===== src/source/dma_pkg.sv =====
//##########################################################
// Shared widths, CPU register map, Wishbone request and
// response types, configuration and control word types
//##########################################################
package dma_pkg;

    // Datapath and buffer geometry
    localparam int dma_data_w    = 32;
    localparam int dma_buf_depth = 512;
    localparam int dma_buf_aw    = 9;
    localparam int dma_block_w   = 10;
    localparam int dma_burst_w   = 8;

    // CPU register map, word addresses
    localparam logic [2:0] reg_bus_start   = 3'd0;
    localparam logic [2:0] reg_mem_start   = 3'd1;
    localparam logic [2:0] reg_block_size  = 3'd2;
    localparam logic [2:0] reg_burst_size  = 3'd3;
    localparam logic [2:0] reg_ctrl_status = 3'd4;

    // Address bit that steers CPU accesses into the buffer
    localparam int cpu_buf_sel_bit = 10;

    typedef struct packed {
        logic                  cyc;
        logic                  stb;
        logic                  we;
        logic [31:0]           adr;
        logic [dma_data_w-1:0] dat;
    } dma_wb_req_t;

    typedef struct packed {
        logic                  ack;
        logic                  err;
        logic [dma_data_w-1:0] dat;
    } dma_wb_rsp_t;

    typedef struct packed {
        logic [31:0]            bus_start;
        logic [dma_buf_aw-1:0]  mem_start;
        logic [dma_block_w-1:0] block_size;
        logic [dma_burst_w-1:0] burst_size;
        logic                   dir;        // 1 moves buffer to bus
    } dma_cfg_t;

    typedef struct packed {
        logic [29:0] rsvd;
        logic        dir;
        logic        start;
    } dma_ctrl_t;

    // CPU write word, raw value or control fields
    typedef union packed {
        logic [dma_data_w-1:0] raw;
        dma_ctrl_t             ctrl;
    } dma_cfg_word_u;

    typedef struct packed {
        logic error;
        logic busy;
    } dma_status_t;

endpackage


===== src/source/dma_addr_gen.sv =====
//##########################################################
// Bus and buffer address counters, remaining word count
// and position within the current burst
//##########################################################
`timescale 1ns/10ps

module dma_addr_gen (
    input  logic                           clock,
    input  logic                           arst_n,
    input  dma_pkg::dma_cfg_t              cfg,
    input  logic                           load,
    input  logic                           advance,
    input  logic                           burst_start,
    output logic [31:0]                    bus_addr,
    output logic [dma_pkg::dma_buf_aw-1:0] buf_addr,
    output logic                           last_word,
    output logic                           burst_end
);

    logic [dma_pkg::dma_block_w-1:0] remaining;
    logic [dma_pkg::dma_burst_w-1:0] burst_cnt;

    always_ff @(posedge clock or negedge arst_n) begin
        if (!arst_n) begin
            bus_addr  <= '0;
            buf_addr  <= '0;
            remaining <= '0;
            burst_cnt <= '0;
        end else if (load) begin
            bus_addr  <= cfg.bus_start;
            buf_addr  <= cfg.mem_start;
            remaining <= cfg.block_size;
            burst_cnt <= '0;
        end else if (advance) begin
            bus_addr  <= bus_addr + 32'd1;
            // 9-bit counter, wraps at the buffer end
            buf_addr  <= buf_addr + 1'b1;
            remaining <= remaining - 1'b1;
            burst_cnt <= burst_cnt + 1'b1;
        end else if (burst_start) begin
            burst_cnt <= '0;
        end
    end

    // Flags describe the word at the current addresses
    assign last_word = (remaining == {{(dma_pkg::dma_block_w-1){1'b0}}, 1'b1});
    assign burst_end = (burst_cnt == cfg.burst_size);

endmodule


===== config.mk =====
export PLATFORM = sky130hd
export DESIGN_NAME = dma_addr_gen
export DESIGN_NICKNAME = d
export VERILOG_FILES = /design/src/source/dma_pkg.sv /design/src/source/dma_addr_gen.sv
export SDC_FILE = /design/constraint.sdc
export NUM_CORES = 1
export LEC_CHECK = 0
export BUFFER_PORTS_ARGS = -buffer_cell sky130_fd_sc_hd__buf_2
export CAP_MARGIN = 20
export CORE_ASPECT_RATIO = 1.75
export CORE_MARGIN = 10
export CORE_UTILIZATION = 40
export DETAILED_ROUTE_END_ITERATION = 16
export GPL_TIMING_DRIVEN = 0
export PLACE_DENSITY = 0.65
export SLEW_MARGIN = 20
export SYNTH_ARGS = -nofsm -noshare
export SYNTH_HDL_FRONTEND = slang
export SYNTH_SLANG_ARGS = --single-unit

===== constraint.sdc =====
create_clock -name clock -period 3.44 [get_ports clock]
set_input_delay 0.688 -clock clock [delete_from_list [all_inputs] [get_ports clock]]
set_output_delay 0.688 -clock clock [all_outputs]
set_load 0.005 [all_outputs]

==> results.txt <==
outcome: completed
critical path class: reg -> out
top-count cell post-synth: nand2_1
H-tree Lvls: 3
vias per cell: 5.168
Static Leak: 1.884 nW
Gate Count Post-Synth: 366
CTS tree: yes
WP data required: 2.75 ns
Top Ports: 108
mux share of post-synthesis cell area: 0.9391%
Worst-Skew Late Latency: 0.33 ns
# fillers: 816
Worst VDD drop: 289.5 uV
Root Buffer: clkbuf_16
# rows: 44
starting DRC count in detailed routing: 82
Period Utilization, post-route: 74.96%
drt wl/cell: 16.28 um
Synth area leaders: dfrtp_1 (44%), xnor2_1 (11%), nand2_1 (8.5%)
worst-margin pin slew: 0.8379 ns
data arrival time of the critical path: 1.89 ns
Simple-Gate Fraction of Synth Area: 24.76%
complex-gate fraction of the synthesized area: 9.805%
RD Place Congestion: 0.8025
RSZ-0062 raised after global routing: no
core area: 8203 um2
top_reg_cell synth: dfrtp_1
largest net degree at the start of global routing: 60
total grt overflow: 0
initial antenna violation count: 0
Max Cap Violations: 0
Finished Cell Area: 4230 um2
routed wire length: 9392 um
crit end category: output port
met3 Use GR: 5.078%
antenna cell count: 0
worst path bufs/invs: 1
Ys Warns: 0
CTS sink count: 59
Worst path top cell family by delay: simple AND/OR/NAND/NOR gates
met2 track utilization from global routing: 25.39%
GRT Max-Usage Layer: met2
fraction of registers with async set or reset after synthesis: 100.0%
vias post-DR: 2982
GRT Total Usage: 15.23%
# nets final: 551
cell chain of the critical path: or3_4 -> or3_4 -> nor4_1 -> buf_2
clock slew at reported path FFs: 0.05 ns
EDFF count, synth: 0
Initial Utilization: 40.60%
Post-CTS Setup Inserts: 0
Setup Viol. Count Final: 0
CTS resizes: 0
CP peak stage delay: 0.41 ns
Power Density: 455.1 nW/um2
cts hold-fix bufs: 0
Buffers on Ports: 104
Detail Route Antenna Nets: 0
met1 GRT Util: 17.53%
Layout area overhead: 27.01%
setup_tns: 0 ns
Post-synth top cells: nand2_1 (75), dfrtp_1 (59), o21ai_0 (56)
Adder-Cell Fraction of Synth Area: 1.878%
Final Hold Viols: 0
die area: 12520 um2
Worst path slowest cell: dfrtp_1
hpwl dp: 7205 um
Crit path top cell by count: or3_4
Post-Synthesis Cell Area: 3331 um2
fin crit period: 2.579 ns
top cell type's share of synthesized area: 44.33%
crit start category: flip-flop
post-synthesis cell type count: 31
post-synthesis xor/xnor area fraction: 15.25%
area leader, netlist: dfrtp_1
post-synthesis register bit count: 59
Seq/Total Area, Yosys: 44.33%
ratio of cells with drive above 1 in the final layout: 27.63%
Total Power: 0.001925 W
placed cell area: 3969 um2
Clock Skew: 0.006043 ns
drt drc: 0
max_slew headroom: 43.71%
main combinational cell family by area after synthesis: simple AND/OR/NAND/NOR gates
clk buf depth: 2
vias in the first global route: 3046
TritonRoute pass-1 iters: 4
Crit Path Max Fanout: 4
Final Slew Violations: 0
HP Class: in -> async
total CTS buffers: 9
Synthesized Nets: 436
Max Freq: 387.8 MHz
Post-Syn Area per Cell: 9.100 um2
die height: 140.7 um
die width: 88.98 um
first-pass GRT wire length: 15040 um
[worst paths after layout]
kind                               from            to  slack, ns  depth (start not counted)
max                        remaining[3]     last_word       0.86                          4
min                              arst_n  burst_cnt[0]       0.43                          1
max reg2reg                remaining[3]  remaining[9]       1.62                          5
min reg2reg                burst_cnt[7]  burst_cnt[7]       0.54                          2
max in group asynchronous        arst_n  bus_addr[24]       2.48                          1
min in group clock         burst_cnt[7]  burst_cnt[7]       0.54                          2
[layout by cell type (no fill, tap or decap), types with 2 or more instances in the layout]
master / instances
clkinv_2: 3
nor4_4: 4
clkbuf_16: 9
nand2_1: 75
nor3_1: 10
nand4_1: 12
clkbuf_1: 12
dfrtp_1: 59
mux2i_1: 2
o21ai_0: 56
xor2_1: 17
ha_1: 5
nand2b_1: 2
nand3_1: 7
and3_1: 7
or3_4: 2
o21ai_1: 4
buf_1: 3
xnor2_1: 41
nor2_1: 17
o21ai_2: 2
nor4_1: 8
and4_1: 5
inv_1: 7
buf_2: 106
[metal layers]
metal | vias up | part of all wire [%]
li1 | 1484 | -
met1 | 1404 | 40
met5 | - | 0
met2 | 81 | 51
met4 | 0 | 1.5
met3 | 13 | 7.5
[stage by stage]
stage / setup WS, ns / hold slack, ns / utilization, % / instances
4_1_cts: 0.8490 / 0.4665 / 51.57 / 577
2_1_floorplan: 1.352 / 0.3924 / - / 366
5_1_grt: 0.8081 / 0.4879 / 51.57 / 577
3_5_place_dp: 1.129 / 0.5388 / 48.38 / 562
6_report: 0.8614 / 0.4310 / 51.57 / 577
3_3_place_gp: 1.151 / 0.5312 / 48.35 / 562
[report_power, final]
group / leakage [nW] / internal, W / switching (W)
sequential: 0.730 / 0.000757 / 0.0000778
clock: 0.132 / 0.000498 / 0.000304
combinational: 1.02 / 0.000139 / 0.000148
total: 1.88 / 0.00140 / 0.000530
[area by class of cell]
| cell class | count | area (um2) | share of cell area, % |
|---|---|---|---|
| flip-flops and latches | 59 | 1476 | 34.90 |
| clock buffers | 12 | 246.5 | 5.827 |
| clock inverters | 3 | 15.01 | 0.3549 |
| multi-input cells | 283 | 1753 | 41.44 |
| inverters | 7 | 26.28 | 0.6211 |
| plain buffers | 17 | 75.07 | 1.775 |
| repair buffers | 104 | 523.0 | 12.36 |
| well taps | 92 | 115.1 | 2.721 |
[worst register-to-register path: cells and delay by family (launching register included)]
| family | cells | cell delay [ns] |
|---|---|---|
| AOI/OAI and AO/OA | 1 | 0.06 |
| xor gates and xnor gates | 1 | 0.19 |
| DFF | 1 | 0.41 |
| and+or+nand+nor | 3 | 1.03 |
[state kept, by name (all words and copies together) (netlist names)]
register / count
remaining: 10
bus_addr: 32
burst_cnt: 8
buf_addr: 9
[logic make-up after synthesis]
family                     Yosys count
and+or+nand+nor                    154
AOI/OAI and AO/OA                   63
DFF                                 59
xor gates and xnor gates            58
buffers and inverters               24
adders and majority gates            5
muxes                                3
Note: power is estimated with default switching activity, not from simulation.
