File: src/source/dma_pkg.sv
//##########################################################
// Shared widths, CPU register map, Wishbone request and
// response types, configuration and control word types
//##########################################################
package dma_pkg;

    // Datapath and buffer geometry
    localparam int dma_data_w    = 32;
    localparam int dma_buf_depth = 512;
    localparam int dma_buf_aw    = 9;
    localparam int dma_block_w   = 10;
    localparam int dma_burst_w   = 8;

    // CPU register map, word addresses
    localparam logic [2:0] reg_bus_start   = 3'd0;
    localparam logic [2:0] reg_mem_start   = 3'd1;
    localparam logic [2:0] reg_block_size  = 3'd2;
    localparam logic [2:0] reg_burst_size  = 3'd3;
    localparam logic [2:0] reg_ctrl_status = 3'd4;

    // Address bit that steers CPU accesses into the buffer
    localparam int cpu_buf_sel_bit = 10;

    typedef struct packed {
        logic                  cyc;
        logic                  stb;
        logic                  we;
        logic [31:0]           adr;
        logic [dma_data_w-1:0] dat;
    } dma_wb_req_t;

    typedef struct packed {
        logic                  ack;
        logic                  err;
        logic [dma_data_w-1:0] dat;
    } dma_wb_rsp_t;

    typedef struct packed {
        logic [31:0]            bus_start;
        logic [dma_buf_aw-1:0]  mem_start;
        logic [dma_block_w-1:0] block_size;
        logic [dma_burst_w-1:0] burst_size;
        logic                   dir;        // 1 moves buffer to bus
    } dma_cfg_t;

    typedef struct packed {
        logic [29:0] rsvd;
        logic        dir;
        logic        start;
    } dma_ctrl_t;

    // CPU write word, raw value or control fields
    typedef union packed {
        logic [dma_data_w-1:0] raw;
        dma_ctrl_t             ctrl;
    } dma_cfg_word_u;

    typedef struct packed {
        logic error;
        logic busy;
    } dma_status_t;

endpackage

File: src/source/dma_bus_master.sv
//##########################################################
// Wishbone classic master, one word per request
//##########################################################
`timescale 1ns/10ps

module dma_bus_master (
    input  logic                           clock,
    input  logic                           arst_n,
    input  logic                           word_req,
    input  logic                           we,
    input  logic [31:0]                    addr,
    input  logic [dma_pkg::dma_data_w-1:0] wdata,
    input  logic                           hold_cyc,
    output dma_pkg::dma_wb_req_t           sys_req,
    input  dma_pkg::dma_wb_rsp_t           sys_rsp,
    output logic [dma_pkg::dma_data_w-1:0] rdata,
    output logic                           word_done,
    output logic                           word_err
);

    logic                           cyc_q;
    logic                           stb_q;
    logic                           we_q;
    logic [31:0]                    adr_q;
    logic [dma_pkg::dma_data_w-1:0] dat_q;

    assign word_done = stb_q & sys_rsp.ack;
    assign word_err  = stb_q & sys_rsp.err;

    always_ff @(posedge clock or negedge arst_n) begin
        if (!arst_n) begin
            cyc_q <= 1'b0;
            stb_q <= 1'b0;
            we_q  <= 1'b0;
        end else if (word_req) begin
            cyc_q <= 1'b1;
            stb_q <= 1'b1;
            we_q  <= we;
        end else if (word_err) begin
            cyc_q <= 1'b0;
            stb_q <= 1'b0;
        end else if (word_done) begin
            stb_q <= 1'b0;
            // cyc carries over to the next word of the burst
            cyc_q <= hold_cyc;
        end
    end

    // Address and data held until ack or err
    always_ff @(posedge clock) begin
        if (word_req) begin
            adr_q <= addr;
            dat_q <= wdata;
        end
        if (word_done && !we_q) begin
            rdata <= sys_rsp.dat;
        end
    end

    assign sys_req.cyc = cyc_q;
    assign sys_req.stb = stb_q;
    assign sys_req.we  = we_q;
    assign sys_req.adr = adr_q;
    assign sys_req.dat = dat_q;

endmodule

File: config.mk
export PLATFORM = sky130hd
export DESIGN_NAME = dma_bus_master
export DESIGN_NICKNAME = d
export VERILOG_FILES = /design/src/source/dma_pkg.sv /design/src/source/dma_bus_master.sv
export SDC_FILE = /design/constraint.sdc
export NUM_CORES = 1
export LEC_CHECK = 0
export ABC_CLOCK_PERIOD_IN_PS = 2400
export BUFFER_PORTS_ARGS = -buffer_cell sky130_fd_sc_hd__clkbuf_2
export CAP_MARGIN = 20
export CORE_UTILIZATION = 46
export CTS_BUF_LIST = sky130_fd_sc_hd__clkbuf_8
export DETAILED_ROUTE_END_ITERATION = 8
export GPL_TIMING_DRIVEN = 0
export HOLD_SLACK_MARGIN = 0.02
export MAX_ROUTING_LAYER = met4
export PLACE_DENSITY = 0.91
export SETUP_SLACK_MARGIN = 0.05
export SYNTH_ARGS = -nofsm -noshare
export SYNTH_HDL_FRONTEND = slang
export SYNTH_SLANG_ARGS = --single-unit
File: constraint.sdc
create_clock -name clock -period 2.4 [get_ports clock]
set_input_delay 0.12 -clock clock [delete_from_list [all_inputs] [get_ports clock]]
set_output_delay 0.12 -clock clock [all_outputs]
set_load 0.02 [all_outputs]
==> flow_summary.json, run 1 <==
{
  "syn_avg_cell_area_um2": 27.1,
  "syn-instance-count": 113,
  "netlist_area_um2": 3060,
  "hpwl_mm": 5.22,
  "tool.error": "[ERROR RSZ-0060] Max buffer count reached.",
  "die-width_um": 83.5,
  "core.rowCount": 29,
  "synth_edf_count": 96,
  "post_cts_buffers": 0,
  "boundaryPins": 204,
  "async_flop_share_pct": 3.03,
  "portBuffers": 203,
  "synth_flop_cell": "edfxtp_1",
  "run_status": "stopped before the end",
  "synth.area.top_cells": "edfxtp_1 94%, dfrtp_1 2.5%, buf_4 0.74%",
  "die_h_um": 83.5,
  "cts_max_level": 3,
  "ys_warn_count": 0,
  "cts-root-buf": "clkbuf_8",
  "yosysMostFrequentCell": "edfxtp_1",
  "cts_resized": 0,
  "synth_cell_types": 13,
  "synth_nets": 216,
  "ys_seq_area_share_pct": 96.7,
  "synth_top_area_cell": "edfxtp_1",
  "start_util_pct": 47.9,
  "clockBufferDepth": 2,
  "clock_sinks": 99,
  "synthTopCellsByCount": "96 x edfxtp_1, 3 x buf_4, 3 x dfrtp_1",
  "numCtsBuffers": 9,
  "hold_buffers": 101,
  "yosysTopAreaCellShare_pct": 94.3,
  "place.gp.congestion": 0.736,
  "ys_seq_elements": 99,
  "failed_stage": "clock tree synthesis"
}
[per-stage QoR]
step	utilization [%]	area [µm²]	hold WS, ns	setup WS [ns]	instances
floorplan	-	3060	-0.176	0.695	113
global placement	65.3	4170	-0.0818	0.526	393
detailed placement	65.8	4200	-0.0784	0.904	394
[cells by family after synthesis]
logic type | share of synthesized area [%]
flops | 96.7
buf+inv | 0.982
compound gates | 0.982
simple gates | 0.941
mux | 0.368
==> inputs of run 2 (changes only) <==
==> config.mk (replaced) <==
export PLATFORM = sky130hd
export DESIGN_NAME = dma_bus_master
export DESIGN_NICKNAME = d
export VERILOG_FILES = /design/src/source/dma_pkg.sv /design/src/source/dma_bus_master.sv
export SDC_FILE = /design/constraint.sdc
export NUM_CORES = 1
export LEC_CHECK = 0
export ABC_CLOCK_PERIOD_IN_PS = 2400
export BUFFER_PORTS_ARGS = -buffer_cell sky130_fd_sc_hd__clkbuf_2
export CAP_MARGIN = 20
export CORE_UTILIZATION = 35
export DETAILED_ROUTE_END_ITERATION = 8
export GPL_TIMING_DRIVEN = 0
export PLACE_DENSITY_LB_ADDON = 0.15
export SYNTH_ARGS = -nofsm -noshare
export SYNTH_HDL_FRONTEND = slang
export SYNTH_SLANG_ARGS = --single-unit
==> run 2 against run 1 <==
Effect of this change:
- the flow now finishes without violations
- area after synthesis did not move
- synthesized cell count did not move
==> flow_summary.json, run 2 <==
{
  "drt_wl_total_mm": 7.98,
  "drive_gt1_share_pct": 52.0,
  "dr.first_iter.drc_count": 36,
  "async_flop_share_pct": 3.03,
  "layout_common_cells": "202 x clkbuf_2, 100 x dlygate4sd3_1, 96 x edfxtp_1, 9 x clkbuf_8",
  "syn-instance-count": 113,
  "yosysTopAreaCellShare_pct": 94.3,
  "hold_viol": 0,
  "wl_per_cell_um": 14.9,
  "portBuffers": 203,
  "vias_per_cell": 4.24,
  "post_cts_buffers": 0,
  "dp.cells": 422,
  "grt_pass1_vias": 2378,
  "pwr_density_cell_nw_per_um2": 664,
  "cp_data_required_time_ns": 2.45,
  "total_power_uw": 3590,
  "worstHoldStart": "hold_cyc",
  "max_freq_mhz": 632,
  "ys_seq_area_share_pct": 96.7,
  "tns_ns": 0,
  "dr.pass1.iters": 4,
  "nFillCells": 630,
  "via_count": 2273,
  "start_kind": "flip-flop",
  "area_growth_pct": 77.1,
  "cts_resized": 0,
  "synth_top_area_cell": "edfxtp_1",
  "start_util_pct": 36.7,
  "p_leak_uw": 0.00237,
  "criticalPathCategory": "reg -> reg",
  "antenna_cells": 0,
  "grt_max_degree": 68,
  "clk_pin_slew_worst_paths_ns": 0.09,
  "die_area_um2": 9110,
  "seqCellArea_um2": 2960,
  "design_area_um2": 5420,
  "place.gp.congestion": 0.683,
  "synth.area.top_cells": "edfxtp_1 94%, dfrtp_1 2.5%, buf_4 0.74%",
  "cts_tree": "built",
  "period_share_pct": 65.9,
  "clk_latency_ns": 0.34,
  "mostFrequentLayoutCell": "clkbuf_2",
  "clock_sinks": 99,
  "grt_overflow": 0,
  "largestRegisters": "adr_q: 32 flops, dat_q: 32 flops, rdata: 32 flops",
  "ys_warn_count": 0,
  "core.rowCount": 33,
  "grt_pass1_wl_mm": 11.5,
  "route.detailed.drc": 0,
  "fin_crit_ns": 1.58,
  "antenna_found_initial": 0,
  "clock_skew_ns": 0.00766,
  "setup_viol": 0,
  "r2r-start": "stb_q",
  "syn_avg_cell_area_um2": 27.1,
  "setup_slack_ns": 0.819,
  "synth_flop_cell": "edfxtp_1",
  "boundaryPins": 204,
  "synth_nets": 216,
  "clockBufferDepth": 2,
  "hold_buffers": 100,
  "cp-startpoint": "stb_q",
  "place_worst_setup_slack_ns": 0.831,
  "hpwl_mm": 4.95,
  "critPathArrivalTime_ns": 1.63,
  "layout.cells.non_filler": 536,
  "synth_cell_types": 13,
  "yosysMostFrequentCell": "edfxtp_1",
  "numCtsBuffers": 9,
  "ir_drop_uv": 356,
  "worstMarginPinSlew_ns": 0.888,
  "die_h_um": 95.5,
  "dpl_cell_area_um2": 4240,
  "multiInputGateArea_um2": 70.1,
  "drtAntennaViolNets": 0,
  "fin_nets": 531,
  "end_kind": "flip-flop",
  "grt_util_all_layers_pct": 17.5,
  "cts-root-buf": "clkbuf_8",
  "synthTopCellsByCount": "96 x edfxtp_1, 3 x buf_4, 3 x dfrtp_1",
  "run_status": "finished, final reports clean",
  "hp-class": "in -> reg",
  "maxCapViolations": 0,
  "netlist_area_um2": 3060,
  "slew_headroom_pct": 40.8,
  "cts_max_level": 3,
  "core_um2": 8340,
  "synth_edf_count": 96,
  "ys_seq_elements": 99,
  "path_max_fanout": 23,
  "rsz0062_at_grt": "no",
  "die-width_um": 95.5,
  "drv_slew": 0
}
## run 2: cell counts after synthesis
No cell type changed its count.
## run 2: worst paths after layout
check,cells past startpoint,end,slack (ns)
max in group asynchronous,2,we_q,2.19
max,3,rdata[31],0.82
min reg2reg,1,we_q,0.53
min in group asynchronous,2,stb_q,0.10
min,3,cyc_q,0.03
max reg2reg,3,rdata[31],0.82
## run 2: through the flow
| stage | util [%] | hold WS [ns] |
|---|---|---|
| 2_1_floorplan | - | -0.176 |
| 3_3_place_gp | 50.4 | -0.0831 |
| 3_5_place_dp | 50.8 | -0.0765 |
| 4_1_cts | 64.9 | 0.0144 |
| 5_1_grt | 64.9 | 0.0245 |
| 6_report | 64.9 | 0.0349 |
## run 2: cell families (layout without fill, tap and decap cells)
group	Yosys count	count (layout)	share of synthesized area, %
AO/OA/AOI/OAI	4	4	0.982
buffers and inverters	5	323	0.982
flip-flops	99	99	96.7
multiplexers	1	1	0.368
AND/OR/NAND/NOR	4	4	0.941
## run 2: final cells by class
type	count	share of cell area, %
flip-flops and latches	99	54.6
repair buffers	304	37.8
well taps	105	2.43
clock buffers	9	2.29
multi-input cells	9	1.29
clock inverters	5	1.04
plain buffers	3	0.416
inverters	2	0.139
## run 2: where the power goes
| group | switching, µW | total (µW) | internal [µW] |
|---|---|---|---|
| Clock | 530 | 999 | 469 |
| Sequential | 33.7 | 2060 | 2030 |
| Combinational | 284 | 536 | 252 |
## run 2: layer usage
metal,GRT usage [%],up-vias,part of all wire (%)
li1,-,1069,-
met1,19.2,1050,37
met2,30.1,147,50
met3,7.18,7,12
met4,7.09,0,0.81
met5,0,-,0
## run 2: critical path: stages, from the launching register on
cell and delay (ns):
dfrtp_1 0.41, and2_4 0.18, and2b_1 0.45, buf_16 0.23
No activity file was read; power rests on OpenSTA's default activity.
==> inputs of run 3 (changes only) <==
--- a/config.mk
+++ b/config.mk
@@ -5,7 +5,7 @@
 export SDC_FILE = /design/constraint.sdc
 export NUM_CORES = 1
 export LEC_CHECK = 0
-export ABC_CLOCK_PERIOD_IN_PS = 2400
+export ABC_CLOCK_PERIOD_IN_PS = 1300
 export BUFFER_PORTS_ARGS = -buffer_cell sky130_fd_sc_hd__clkbuf_2
 export CAP_MARGIN = 20
 export CORE_UTILIZATION = 35
==> constraint.sdc (replaced) <==
create_clock -name clock -period 1.3 [get_ports clock]
set_input_delay 0.065 -clock clock [delete_from_list [all_inputs] [get_ports clock]]
set_output_delay 0.065 -clock clock [all_outputs]
set_load 0.02 [all_outputs]
==> run 3 against run 2 <==
Effect of this change:
- the run now fails in clock tree synthesis
- area after synthesis is the same
- synthesized cell count unchanged
==> flow_summary.json, run 3 <==
{
  "run_status": "stopped before the end",
  "failed_stage": "clock tree synthesis",
  "tool.error": "[ERROR RSZ-0060] Max buffer count reached.",
  "hpwl_mm": 4.61,
  "clock_sinks": 99,
  "die-width_um": 95.5,
  "boundaryPins": 204,
  "ys_warn_count": 0,
  "die_h_um": 95.5,
  "yosys.area_share.simple_pct": 0.941,
  "dp.cells": 421,
  "syn-instance-count": 113,
  "ys_seq_elements": 99,
  "netlist_area_um2": 3060,
  "synth.area.mux_share_pct": 0.368,
  "cts_max_level": 3,
  "core.rowCount": 33,
  "synthTopCellsByCount": "96 x edfxtp_1, 3 x buf_4, 3 x dfrtp_1",
  "synth-xor-area-share_pct": 0,
  "ys_seq_area_share_pct": 96.7,
  "synth.area.top_cells": "edfxtp_1 94%, dfrtp_1 2.5%, buf_4 0.74%",
  "synth_nets": 216,
  "synth_top_area_cell": "edfxtp_1",
  "portBuffers": 203,
  "synth_fa_ha_area_share_pct": 0,
  "synth_top_family_by_area": "compound AO/OA/AOI/OAI gates",
  "syn_avg_cell_area_um2": 27.1,
  "synth_compound_gate_area_share_pct": 0.982,
  "start_util_pct": 36.7,
  "synth_cell_types": 13,
  "synth_edf_count": 96,
  "place.gp.congestion": 0.658,
  "async_flop_share_pct": 3.03,
  "numCtsBuffers": 9,
  "yosysMostFrequentCell": "edfxtp_1",
  "post_cts_buffers": 0,
  "yosysTopAreaCellShare_pct": 94.3,
  "synth_flop_cell": "edfxtp_1",
  "clockBufferDepth": 2,
  "cts_resized": 2,
  "cts-root-buf": "clkbuf_8",
  "hold_buffers": 101
}
[run 3: cell counts after synthesis]
No cell type changed its count.
[run 3: cells by family after synthesis]
logic type	after synthesis
multiplexers	1
flip-flops	99
buffers and inverters	5
AND/OR/NAND/NOR	4
AO/OA/AOI/OAI	4
[run 3: metrics by stage]
stage          area (µm²)  hold slack (ns)  utilization (%)  worst slack (ns)
2_1_floorplan        3060           -0.231                -            0.0227
3_3_place_gp         4210           -0.133             50.4            -0.471
3_5_place_dp         4210           -0.133             50.5           -0.0852
