$ cat src/source/dma_pkg.sv
//##########################################################
// Shared widths, CPU register map, Wishbone request and
// response types, configuration and control word types
//##########################################################
package dma_pkg;

    // Datapath and buffer geometry
    localparam int dma_data_w    = 32;
    localparam int dma_buf_depth = 512;
    localparam int dma_buf_aw    = 9;
    localparam int dma_block_w   = 10;
    localparam int dma_burst_w   = 8;

    // CPU register map, word addresses
    localparam logic [2:0] reg_bus_start   = 3'd0;
    localparam logic [2:0] reg_mem_start   = 3'd1;
    localparam logic [2:0] reg_block_size  = 3'd2;
    localparam logic [2:0] reg_burst_size  = 3'd3;
    localparam logic [2:0] reg_ctrl_status = 3'd4;

    // Address bit that steers CPU accesses into the buffer
    localparam int cpu_buf_sel_bit = 10;

    typedef struct packed {
        logic                  cyc;
        logic                  stb;
        logic                  we;
        logic [31:0]           adr;
        logic [dma_data_w-1:0] dat;
    } dma_wb_req_t;

    typedef struct packed {
        logic                  ack;
        logic                  err;
        logic [dma_data_w-1:0] dat;
    } dma_wb_rsp_t;

    typedef struct packed {
        logic [31:0]            bus_start;
        logic [dma_buf_aw-1:0]  mem_start;
        logic [dma_block_w-1:0] block_size;
        logic [dma_burst_w-1:0] burst_size;
        logic                   dir;        // 1 moves buffer to bus
    } dma_cfg_t;

    typedef struct packed {
        logic [29:0] rsvd;
        logic        dir;
        logic        start;
    } dma_ctrl_t;

    // CPU write word, raw value or control fields
    typedef union packed {
        logic [dma_data_w-1:0] raw;
        dma_ctrl_t             ctrl;
    } dma_cfg_word_u;

    typedef struct packed {
        logic error;
        logic busy;
    } dma_status_t;

endpackage

$ cat src/source/dma_control.sv
//##########################################################
// Block, burst and word sequencing FSM, busy and error
//##########################################################
`timescale 1ns/10ps

module dma_control (
    input  logic                 clock,
    input  logic                 arst_n,
    input  logic                 start,
    input  dma_pkg::dma_cfg_t    cfg,
    input  logic                 last_word,
    input  logic                 burst_end,
    input  logic                 word_done,
    input  logic                 word_err,
    output logic                 load,
    output logic                 advance,
    output logic                 burst_start,
    output logic                 word_req,
    output logic                 hold_cyc,
    output logic                 buf_we,
    output dma_pkg::dma_status_t status
);

    typedef enum logic [2:0] {
        st_idle,
        st_fetch,
        st_word,
        st_gap,
        st_finish
    } state_t;

    state_t state;
    state_t state_next;
    state_t step_next;
    logic   error_q;
    logic   req_pend;

    // Where to go once a word and its buffer step are done
    assign step_next = last_word ? st_finish
                     : burst_end ? st_gap
                     : cfg.dir   ? st_fetch : st_word;

    // Buffer to bus reads in fetch before the word,
    // bus to buffer writes in fetch after the word
    always_comb begin
        state_next = state;
        case (state)
            st_idle: begin
                if (start) begin
                    state_next = (cfg.block_size == '0) ? st_finish : st_gap;
                end
            end
            st_gap: begin
                state_next = cfg.dir ? st_fetch : st_word;
            end
            st_fetch: begin
                state_next = cfg.dir ? st_word : step_next;
            end
            st_word: begin
                if (word_err) begin
                    state_next = st_idle;
                end else if (word_done) begin
                    state_next = cfg.dir ? step_next : st_fetch;
                end
            end
            st_finish: begin
                state_next = st_idle;
            end
            default: begin
                state_next = st_idle;
            end
        endcase
    end

    always_ff @(posedge clock or negedge arst_n) begin
        if (!arst_n) begin
            state    <= st_idle;
            error_q  <= 1'b0;
            req_pend <= 1'b0;
        end else begin
            state    <= state_next;
            req_pend <= (state_next == st_word) && (state != st_word);
            if (load) begin
                error_q <= 1'b0;
            end else if (state == st_word && word_err) begin
                error_q <= 1'b1;
            end
        end
    end

    assign load        = start && (state == st_idle);
    assign advance     = cfg.dir ? (state == st_word && word_done) : (state == st_fetch);
    assign burst_start = (state == st_gap);
    assign buf_we      = (state == st_fetch) && !cfg.dir;
    assign word_req    = req_pend;
    // Sampled by the bus master on ack only
    assign hold_cyc    = !(last_word || burst_end);

    assign status.busy  = (state != st_idle);
    assign status.error = error_q;

endmodule

$ cat config.mk
export PLATFORM = sky130hd
export DESIGN_NAME = dma_control
export DESIGN_NICKNAME = d
export VERILOG_FILES = /design/src/source/dma_pkg.sv /design/src/source/dma_control.sv
export SDC_FILE = /design/constraint.sdc
export NUM_CORES = 1
export LEC_CHECK = 0
export ABC_AREA = 1
export CAP_MARGIN = 40
export CORE_AREA = 2 2 39 41
export CTS_BUF_LIST = sky130_fd_sc_hd__clkbuf_16
export CTS_CLUSTER_DIAMETER = 40
export DETAILED_ROUTE_END_ITERATION = 10
export DIE_AREA = 0 0 41 43
export DONT_BUFFER_PORTS = 1
export SLEW_MARGIN = 10
export SYNTH_ARGS = -nofsm -noshare
export SYNTH_HDL_FRONTEND = slang
export SYNTH_SLANG_ARGS = --single-unit
export TNS_END_PERCENT = 5
$ cat constraint.sdc
create_clock -name clock -period 0.95 [get_ports clock]
set_input_delay 0.1425 -clock clock [delete_from_list [all_inputs] [get_ports clock]]
set_output_delay 0.1425 -clock clock [all_outputs]
set_load 0.03 [all_outputs]
==> flow_summary.toml, run 1 <==
[worst_setup_path]
crit_path_end_kind = "primary output"
path_cells = "nor2_4 -> nand2_2 -> o21ai_2 -> buf_6"
r2r-start = "state[1]"
cp_num_buf_inv = 1
rr_worst_depth = 9
cp-startpoint = "state[2]"
worstSetupPathType = "reg -> out"
crit_slowest_cell = "dfrtp_2"
path_delay_family = "flip-flops"
cpPeakStageDelay_ns = 0.44
crit_arrival_ns = 1.20
critPathRequiredTime_ns = 0.81
worstSetupStartpointType = "flip-flop"
r2r_slack_ns = -0.35
reg2reg_to = "word_req"
worst-path-max-fanout = 4

[cts]
cts_made_buffers = 3
clock_latency_ns = 0.22
cts_tree = "built"
clockRootBuffer = "clkbuf_16"
clk_pin_slew_ns = 0.03
h-tree-depth = 1
clockBufferDepth = 2
cts.sinks = 5

[route]
antenna_left = 0
routed_via_density = 4.77
first_pass_iters = 4
route.detailed.drc = 0
num_vias = 472
wirelength_um = 1120
first_iter_violations = 9
wl_per_cell_um = 11.3

[synth]
synth_top_family_by_area = "simple AND/OR/NAND/NOR gates"
syn_avg_cell_area_um2 = 6.49
synthTopCellsByArea = "dfrtp_1 31%, nand2_1 12%, nor2_1 12%"
yosys.area_share.simple_pct = 44.0
synth_cells = 63
synth_compound_area_share_pct = 15.3
synth_mux_area_share_pct = 0
ys_top_cells_by_count = "13 x nand2_1, 13 x nor2_1, 7 x nand3_1"
ys_ff_latch = 5
ys_warn_count = 0
synth_fa_ha_area_share_pct = 0
synth_edf_count = 0
synth_seq_area_share_pct = 30.6
synthArstFlopShare_pct = 100
syn-num-nets = 130
syn_area_um2 = 409
yosysUniqueCellTypes = 17
synthFlopType = "dfrtp_1"
synth_top_area_cell = "dfrtp_1"
synth_top_area_share_pct = 30.6
synth-xor-area-share_pct = 0

[sta]
fin_hold_ws_ns = 0.0917
setup_slack_ns = -0.396
slew_headroom_pct = 81.7
finalCriticalPeriod_ns = 1.35
fin_skew_ns = 0.00168
fin_crit_sh_pct = 142
setup_viol = 10
grt_setup_unrepaired = "true"
hold_viol = 0
fmax_mhz = 743
worst_pin_slew_ns = 0.275
final_max_slew_viol_count = 0

[die]
num_rows = 14
die_h_um = 43
core_um2 = 1380
dieWidth_um = 41
pin_count = 75
fp.dieArea_um2 = 1760
start_util_pct = 29.6

[place]
dp.final_hpwl_um = 838
dp_cells = 88
portBuffers = 0
place_congestion = 0.850

[power]
intPower_uw = 1480
vdd_drop_max_uv = 1370
leakage_uw = 0.000347
pwr_density_cell_nw_per_um2 = 3550
p_clk_share_pct = 27.3
p_sw_uw = 986
combPwrFrac_pct = 55.6
p_sw_share_pct = 40.0
p_seq_share_pct = 17.1

[final_layout]
num_antenna_cells = 0
nets = 151
fin_util_pct = 50.2
seq_area_um2 = 128
fillers = 131
drive_gt1_share_pct = 45.8
fin_cells = 99
multi_input_area_um2 = 280
syn2layout_area_growth_pct = 69.7

[global_route]
antenna_found_initial = 0
grt_max_degree = 8
track_usage_pct = 14.8
grt_pass1_vias = 429
grt_pass1_wl_um = 1780
overflow = 0

[outcome]
violations = "setup timing"
status = "complete, but fails checks"

[worst_hold_path]
worstHoldPathType = "in -> reg"
min_to = "state[2]"
min_path_cells = 2
worstHoldStart = "last_word"

[job]
maxCapViolCount = 0
cell type report:
class | count | share of cell area, %
inverters | 9 | 4.86
clock buffers | 3 | 10.8
repair buffers | 17 | 22.2
clock inverters | 1 | 0.541
well taps | 16 | 2.88
flip-flops and latches | 5 | 18.4
multi-input cells | 48 | 40.4
sequential cells by signal (all words and copies together), names as in the netlist:
signal / flops
error_q: 1
word_req: 1
state: 3
cell usage in the layout (no fill, tap or decap):
| cell type | instances |
|---|---|
| nand2_1 | 11 |
| a21oi_1 | 1 |
| inv_2 | 3 |
| o21ai_2 | 2 |
| buf_12 | 1 |
| dlygate4sd3_1 | 1 |
| inv_1 | 7 |
| nand2_2 | 2 |
| nor2_4 | 3 |
| a31oi_2 | 1 |
| dfrtp_1 | 3 |
| o211ai_1 | 1 |
| dfrtp_2 | 2 |
| o21bai_4 | 1 |
| nor2_2 | 4 |
| nor2_1 | 11 |
| nand2_4 | 1 |
| o221ai_1 | 1 |
| clkbuf_16 | 3 |
| buf_4 | 12 |
| buf_6 | 3 |
| o21ai_0 | 2 |
| nand3_1 | 7 |
stage by stage:
stage | area (µm²) | worst slack, ns | TNS, ns | total power (µW)
after global routing | 694 | -0.435 | -3.36 | 2610
after global placement | 519 | -0.206 | -1.05 | 1480
final | 694 | -0.396 | -2.88 | 2460
after floorplan | 419 | -0.320 | -1.49 | 1150
after detailed placement | 519 | -0.242 | -1.21 | 1490
after CTS | 656 | -0.387 | -2.56 | 2350
kinds of logic after synthesis:
family          count (synthesis)
compound gates                  9
flops                           5
buf+inv                        10
simple gates                   39
worst max-delay path by stage:
stage | slack (ns) | cells past startpoint | endpoint
after floorplan | -0.32 | 6 | word_req
after global placement | -0.21 | 5 | advance
after detailed placement | -0.24 | 5 | advance
after CTS | -0.39 | 5 | advance
after global routing | -0.43 | 4 | advance
final | -0.40 | 4 | advance
routing by layer:
layer  vias to the layer above  GRT usage, %  routed length [µm]
li1                        240             -                   -
met1                       207          20.7                 460
met2                        25          22.2                 569
met3                         0          3.66                  90
met4                         0          4.00                   0
met5                         -             0                   0
worst register-to-register path, delay by kind of cell, from the launching register on:
family                 cells  cell delay [ns]
flip-flops                 1             0.43
buffers and inverters      3             0.35
AND/OR/NAND/NOR            6             0.44
power groups by stage:
stage	clock network, µW	logic (µW)	registers, µW
final	673	1370	421
after detailed placement	0	1080	410
after global routing	700	1480	432
after global placement	0	1080	408
after CTS	676	1250	420
after floorplan	0	751	403
what timing repair did:
action | in CTS | in global routing
setup endpoints to repair | 10 | 10
buffers inserted | 4 | 2
hold buffers | 1 | 0
pin swaps | 9 | 3
gates resized for setup | 7 | 4
endpoints found under the hold margin | 5 | 0
No activity file was read; power rests on OpenSTA's default activity.
==> inputs of run 2 (changes only) <==
- ABC_AREA: 1 -> unset
==> flow_summary.toml, run 2 <==
[worst_setup_path]
worstSetupPathType = "reg -> out"
crit_slowest_cell = "dfrtp_2"
worst-path-max-fanout = 8
r2r-start = "state[1]"
cp_num_buf_inv = 0
cpPeakStageDelay_ns = 0.45
cp-startpoint = "state[1]"
crit_path_end_kind = "primary output"
critPathRequiredTime_ns = 0.81
path_cells = "or3b_4 -> a21oi_4"
path_delay_family = "flip-flops"
crit_arrival_ns = 1.35
worstSetupStartpointType = "flip-flop"

[job]
maxCapViolCount = 0

[synth]
syn_area_um2 = 419
synthArstFlopShare_pct = 100
synth_cells = 48
yosysUniqueCellTypes = 28
synthTopCellsByArea = "dfrtp_1 30%, nor4b_4 5.7%, buf_6 5.4%"
syn_avg_cell_area_um2 = 8.73
ys_ff_latch = 5
ys_warn_count = 0
ys_top_cells_by_count = "5 x dfrtp_1, 5 x nor2_1, 4 x a21oi_1"
syn-num-nets = 115
synth_edf_count = 0
synth_top_area_cell = "dfrtp_1"
synth_top_area_share_pct = 29.9
synth_seq_area_share_pct = 29.9
synthFlopType = "dfrtp_1"

[outcome]
violations = "setup timing"
status = "complete, but fails checks"

[die]
start_util_pct = 30.3
core_um2 = 1380
fp.dieArea_um2 = 1760
die_h_um = 43
num_rows = 14
pin_count = 75
dieWidth_um = 41

[worst_hold_path]
worstHoldPathType = "in -> reg"
worstHoldStart = "word_err"

[final_layout]
fin_cells = 80
syn2layout_area_growth_pct = 58.5
final_common_cell = "buf_4"
largest_reg_flops = 3
nets = 132
num_antenna_cells = 0
fin_util_pct = 48.0
regMostFlops = "state"
final_cell_mix = "14 x buf_4, 4 x nor2_1, 3 x nand2_1, 3 x clkbuf_16, 3 x dfrtp_1"
drive_gt1_share_pct = 48.4

[power]
vdd_drop_max_uv = 1350
pwr_density_cell_nw_per_um2 = 3370
leakage_uw = 0.000278

[cts]
clockRootBuffer = "clkbuf_16"
cts_made_buffers = 3
h-tree-depth = 1
cts.sinks = 5
cts_tree = "built"
clk_pin_slew_ns = 0.03
clock_latency_ns = 0.23
clockBufferDepth = 2

[sta]
setup_slack_ns = -0.544
slew_headroom_pct = 76.4
fin_crit_sh_pct = 157
worst_pin_slew_ns = 0.350
grt_setup_unrepaired = "true"
finalCriticalPeriod_ns = 1.49
hold_viol = 0
fin_skew_ns = 0.00166
setup_viol = 10
final_max_slew_viol_count = 0
fmax_mhz = 669

[route]
route.detailed.drc = 0
routed_via_density = 5.44
first_iter_violations = 2
wl_per_cell_um = 13.9
wirelength_um = 1110
num_vias = 435
first_pass_iters = 3
antenna_left = 0

[global_route]
antenna_found_initial = 0
grt_pass1_wl_um = 1710
track_usage_pct = 15.4
grt_pass1_vias = 391
grt_max_degree = 10
overflow = 0

[place]
portBuffers = 0
place_congestion = 0.797
dp.final_hpwl_um = 879
dp_cells = 74
-- run 2: cell count changes after synthesis, sizes merged, moves of 2 or more --
cell / change
nor2: -13
nand2: -11
inv: -9
nand3: -5
a21oi: +3
buf: +3
nand3b: +2
nor4: +2
nor4b: +2
o21ai: -2
or3b: +2
-- run 2: what timing repair did --
item,4_1_cts,5_1_grt
setup buffers,0,1
gates cloned,0,0
endpoints found under the hold margin,5,0
pin swaps,5,2
hold buffers,1,0
resized for setup,6,3
setup endpoints to repair,10,10
-- run 2: cells by family (layout without fill, tap and decap cells) --
kind of cell,Yosys count,after routing,synth area share (%)
AO/OA/AOI/OAI,11,11,17.0
flip-flops,5,5,29.9
AND/OR/NAND/NOR,27,27,43.3
buffers and inverters,5,21,9.85
-- run 2: cell type report --
type | count | area (µm²)
fillers | 131 | 719
multi-input cells | 38 | 300
repair buffers | 17 | 138
flip-flops and latches | 5 | 128
clock buffers | 3 | 75.1
well taps | 16 | 20.0
clock inverters | 1 | 3.75
-- run 2: per-stage QoR --
stage	setup WS (ns)	instance area (µm²)	TNS [ns]	hold WS, ns	power, µW
after floorplan	-0.432	444	-2.88	-0.153	1120
after global placement	-0.495	536	-2.98	-0.153	1420
after detailed placement	-0.509	536	-3.13	-0.153	1430
after CTS	-0.564	646	-3.87	0.0827	2220
after global routing	-0.576	664	-4.34	0.0955	2360
final	-0.544	664	-3.76	0.0767	2240
-- run 2: where the power goes --
group	leakage, µW	internal (µW)	switching, µW	total [µW]
Clock	0.0000423	546	144	690
Sequential	0.0000614	302	138	440
Combinational	0.000174	565	544	1110
Total	0.000278	1410	827	2240
-- run 2: metal layers --
layer / GRT usage, % / share of wire, % / vias to the layer above
li1: - / - / 213
met1: 19.2 / 39 / 195
met2: 20.9 / 48 / 25
met3: 6.28 / 11 / 2
met4: 10.0 / 1.9 / 0
met5: 0 / 0 / -
-- run 2: path summary, 6_finish.rpt --
| kind | depth (start not counted) | slack (ns) | to |
|---|---|---|---|
| worst max register to register | 4 | -0.48 | word_req |
| worst min-delay path | 2 | 0.08 | error_q |
| min in group asynchronous | 1 | 0.20 | state[2] |
| worst max-delay path | 2 | -0.54 | advance |
| worst min register to register | 2 | 0.54 | error_q |
| max in group asynchronous | 1 | 0.54 | state[1] |
==> inputs of run 3 (changes only) <==
==> constraint.sdc (replaced) <==
create_clock -name clock -period 0.95 [get_ports clock]
set_input_delay 0.0475 -clock clock [delete_from_list [all_inputs] [get_ports clock]]
set_output_delay 0.0475 -clock clock [all_outputs]
set_load 0.03 [all_outputs]
==> flow_summary.toml, run 3 (synthesis gave the netlist of run 2 again) <==
[die]
die_h_um = 43
start_util_pct = 30.3
num_rows = 14
dieWidth_um = 41
core_um2 = 1380
fp.dieArea_um2 = 1760
pin_count = 75

[sta]
fmax_mhz = 664
fin_crit_sh_pct = 159
worst_pin_slew_ns = 0.367
setup_viol = 10
slew_headroom_pct = 75.3
setup_slack_ns = -0.556
final_max_slew_viol_count = 0
hold_viol = 0
fin_skew_ns = 0.00430
finalCriticalPeriod_ns = 1.51
grt_setup_unrepaired = "true"

[route]
antenna_left = 0
wirelength_um = 1250
first_pass_iters = 3
wl_per_cell_um = 14.7
route.detailed.drc = 0
routed_via_density = 5.40
first_iter_violations = 11
num_vias = 459

[worst_setup_path]
cp_num_buf_inv = 2
crit_path_end_kind = "primary output"
r2r_slack_ns = -0.50
crit_slowest_cell = "dfrtp_2"
worst-path-max-fanout = 6
cpPeakStageDelay_ns = 0.45
path_delay_family = "flip-flops"
worstSetupPathType = "reg -> out"
critPathRequiredTime_ns = 0.90
cp.depth = 4
worstSetupStartpointType = "flip-flop"
reg2reg_to = "word_req"
path_cells = "or3b_1 -> buf_4 -> a21oi_2 -> buf_6"
crit_arrival_ns = 1.46
rr_worst_depth = 5
r2r-start = "state[1]"

[place]
place_congestion = 0.775
portBuffers = 0
dp_cells = 77
dp_slack_ns = -0.532
dp.final_hpwl_um = 838

[global_route]
grt_pass1_vias = 452
grt_max_degree = 10
antenna_found_initial = 0
track_usage_pct = 16.8
overflow = 0
grt_pass1_wl_um = 1940

[cts]
cts_made_buffers = 3
h-tree-depth = 1
cts_tree = "built"
clockBufferDepth = 2
clock_latency_ns = 0.23
clockRootBuffer = "clkbuf_16"
clk_pin_slew_ns = 0.04
cts.sinks = 5

[final_layout]
seq_area_um2 = 128
regMostFlops = "state"
largest_reg_flops = 3
final_common_cell = "buf_4"
multi_input_area_um2 = 323
nets = 137
final_cell_mix = "11 x buf_4, 8 x buf_6, 4 x nor2_1"
fin_cells = 85
num_antenna_cells = 0
fillers = 124
drive_gt1_share_pct = 55.1
syn2layout_area_growth_pct = 78.2

[worst_hold_path]
worstHoldStart = "word_done"
min_to = "state[0]"
worstHoldPathType = "in -> reg"
min_path_cells = 2

[outcome]
status = "complete, but fails checks"
violations = "setup timing"

[power]
pwr_density_cell_nw_per_um2 = 3310
finalPower_uw = 2470
leakage_uw = 0.000322
vdd_drop_max_uv = 1690

[job]
maxCapViolCount = 0
[run 3: timing repair]
item	4_1_cts	5_1_grt
setup buffers	1	1
hold endpoints to repair	6	0
setup endpoints to repair	10	10
pin swaps	4	4
hold buffers	2	0
gates resized for setup	15	6
[run 3: per-layer routing]
metal / wire length (µm) / GRT usage [%] / part of all wire, %
met1: 496 / 21.3 / 40
met2: 608 / 24.1 / 49
met3: 104 / 4.71 / 8.3
met4: 36 / 10.0 / 2.9
met5: 0 / 0 / 0
[run 3: metrics by stage]
step | setup TNS (ns) | utilization (%) | instance area (µm²) | hold WS, ns
6_report | -3.72 | 54.0 | 747 | 0.00650
5_1_grt | -4.12 | 54.0 | 747 | 0.0248
4_1_cts | -3.55 | 51.3 | 709 | 0.0146
3_5_place_dp | -3.03 | 39.6 | 548 | -0.248
3_3_place_gp | -2.86 | 39.6 | 548 | -0.248
2_1_floorplan | -2.48 | - | 434 | -0.248
[run 3: worst register-to-register path, cell delays in order, from the launching register on]
cell and delay, ns:
dfrtp_2 0.45, buf_2 0.16, and3_2 0.20, a311oi_2 0.21
o31a_2 0.20, and4_1 0.17
[run 3: layout make-up]
class                           count  share of cell area, %
Multi-Input combinational cell     38                   43.2
Clock buffer                        3                   10.1
Timing Repair Buffer               22                   26.5
Tap cell                           16                   2.68
Sequential cell                     5                   17.1
Clock inverter                      1                  0.503
[run 3: how the worst max path moves through the flow]
stage,from,end,slack (ns)
2_1_floorplan,state[1],word_req,-0.42
3_3_place_gp,state[1],word_req,-0.51
3_5_place_dp,state[1],word_req,-0.53
4_1_cts,state[1],advance,-0.55
5_1_grt,state[1],advance,-0.60
6_report,state[1],advance,-0.56
[run 3: power by group]
| group | total (µW) | internal, µW | leakage (µW) | switching [µW] |
|---|---|---|---|---|
| clock network | 694 | 546 | 0.0000423 | 148 |
| logic | 1330 | 715 | 0.000218 | 613 |
| registers | 451 | 302 | 0.0000614 | 149 |
| total | 2470 | 1560 | 0.000322 | 911 |
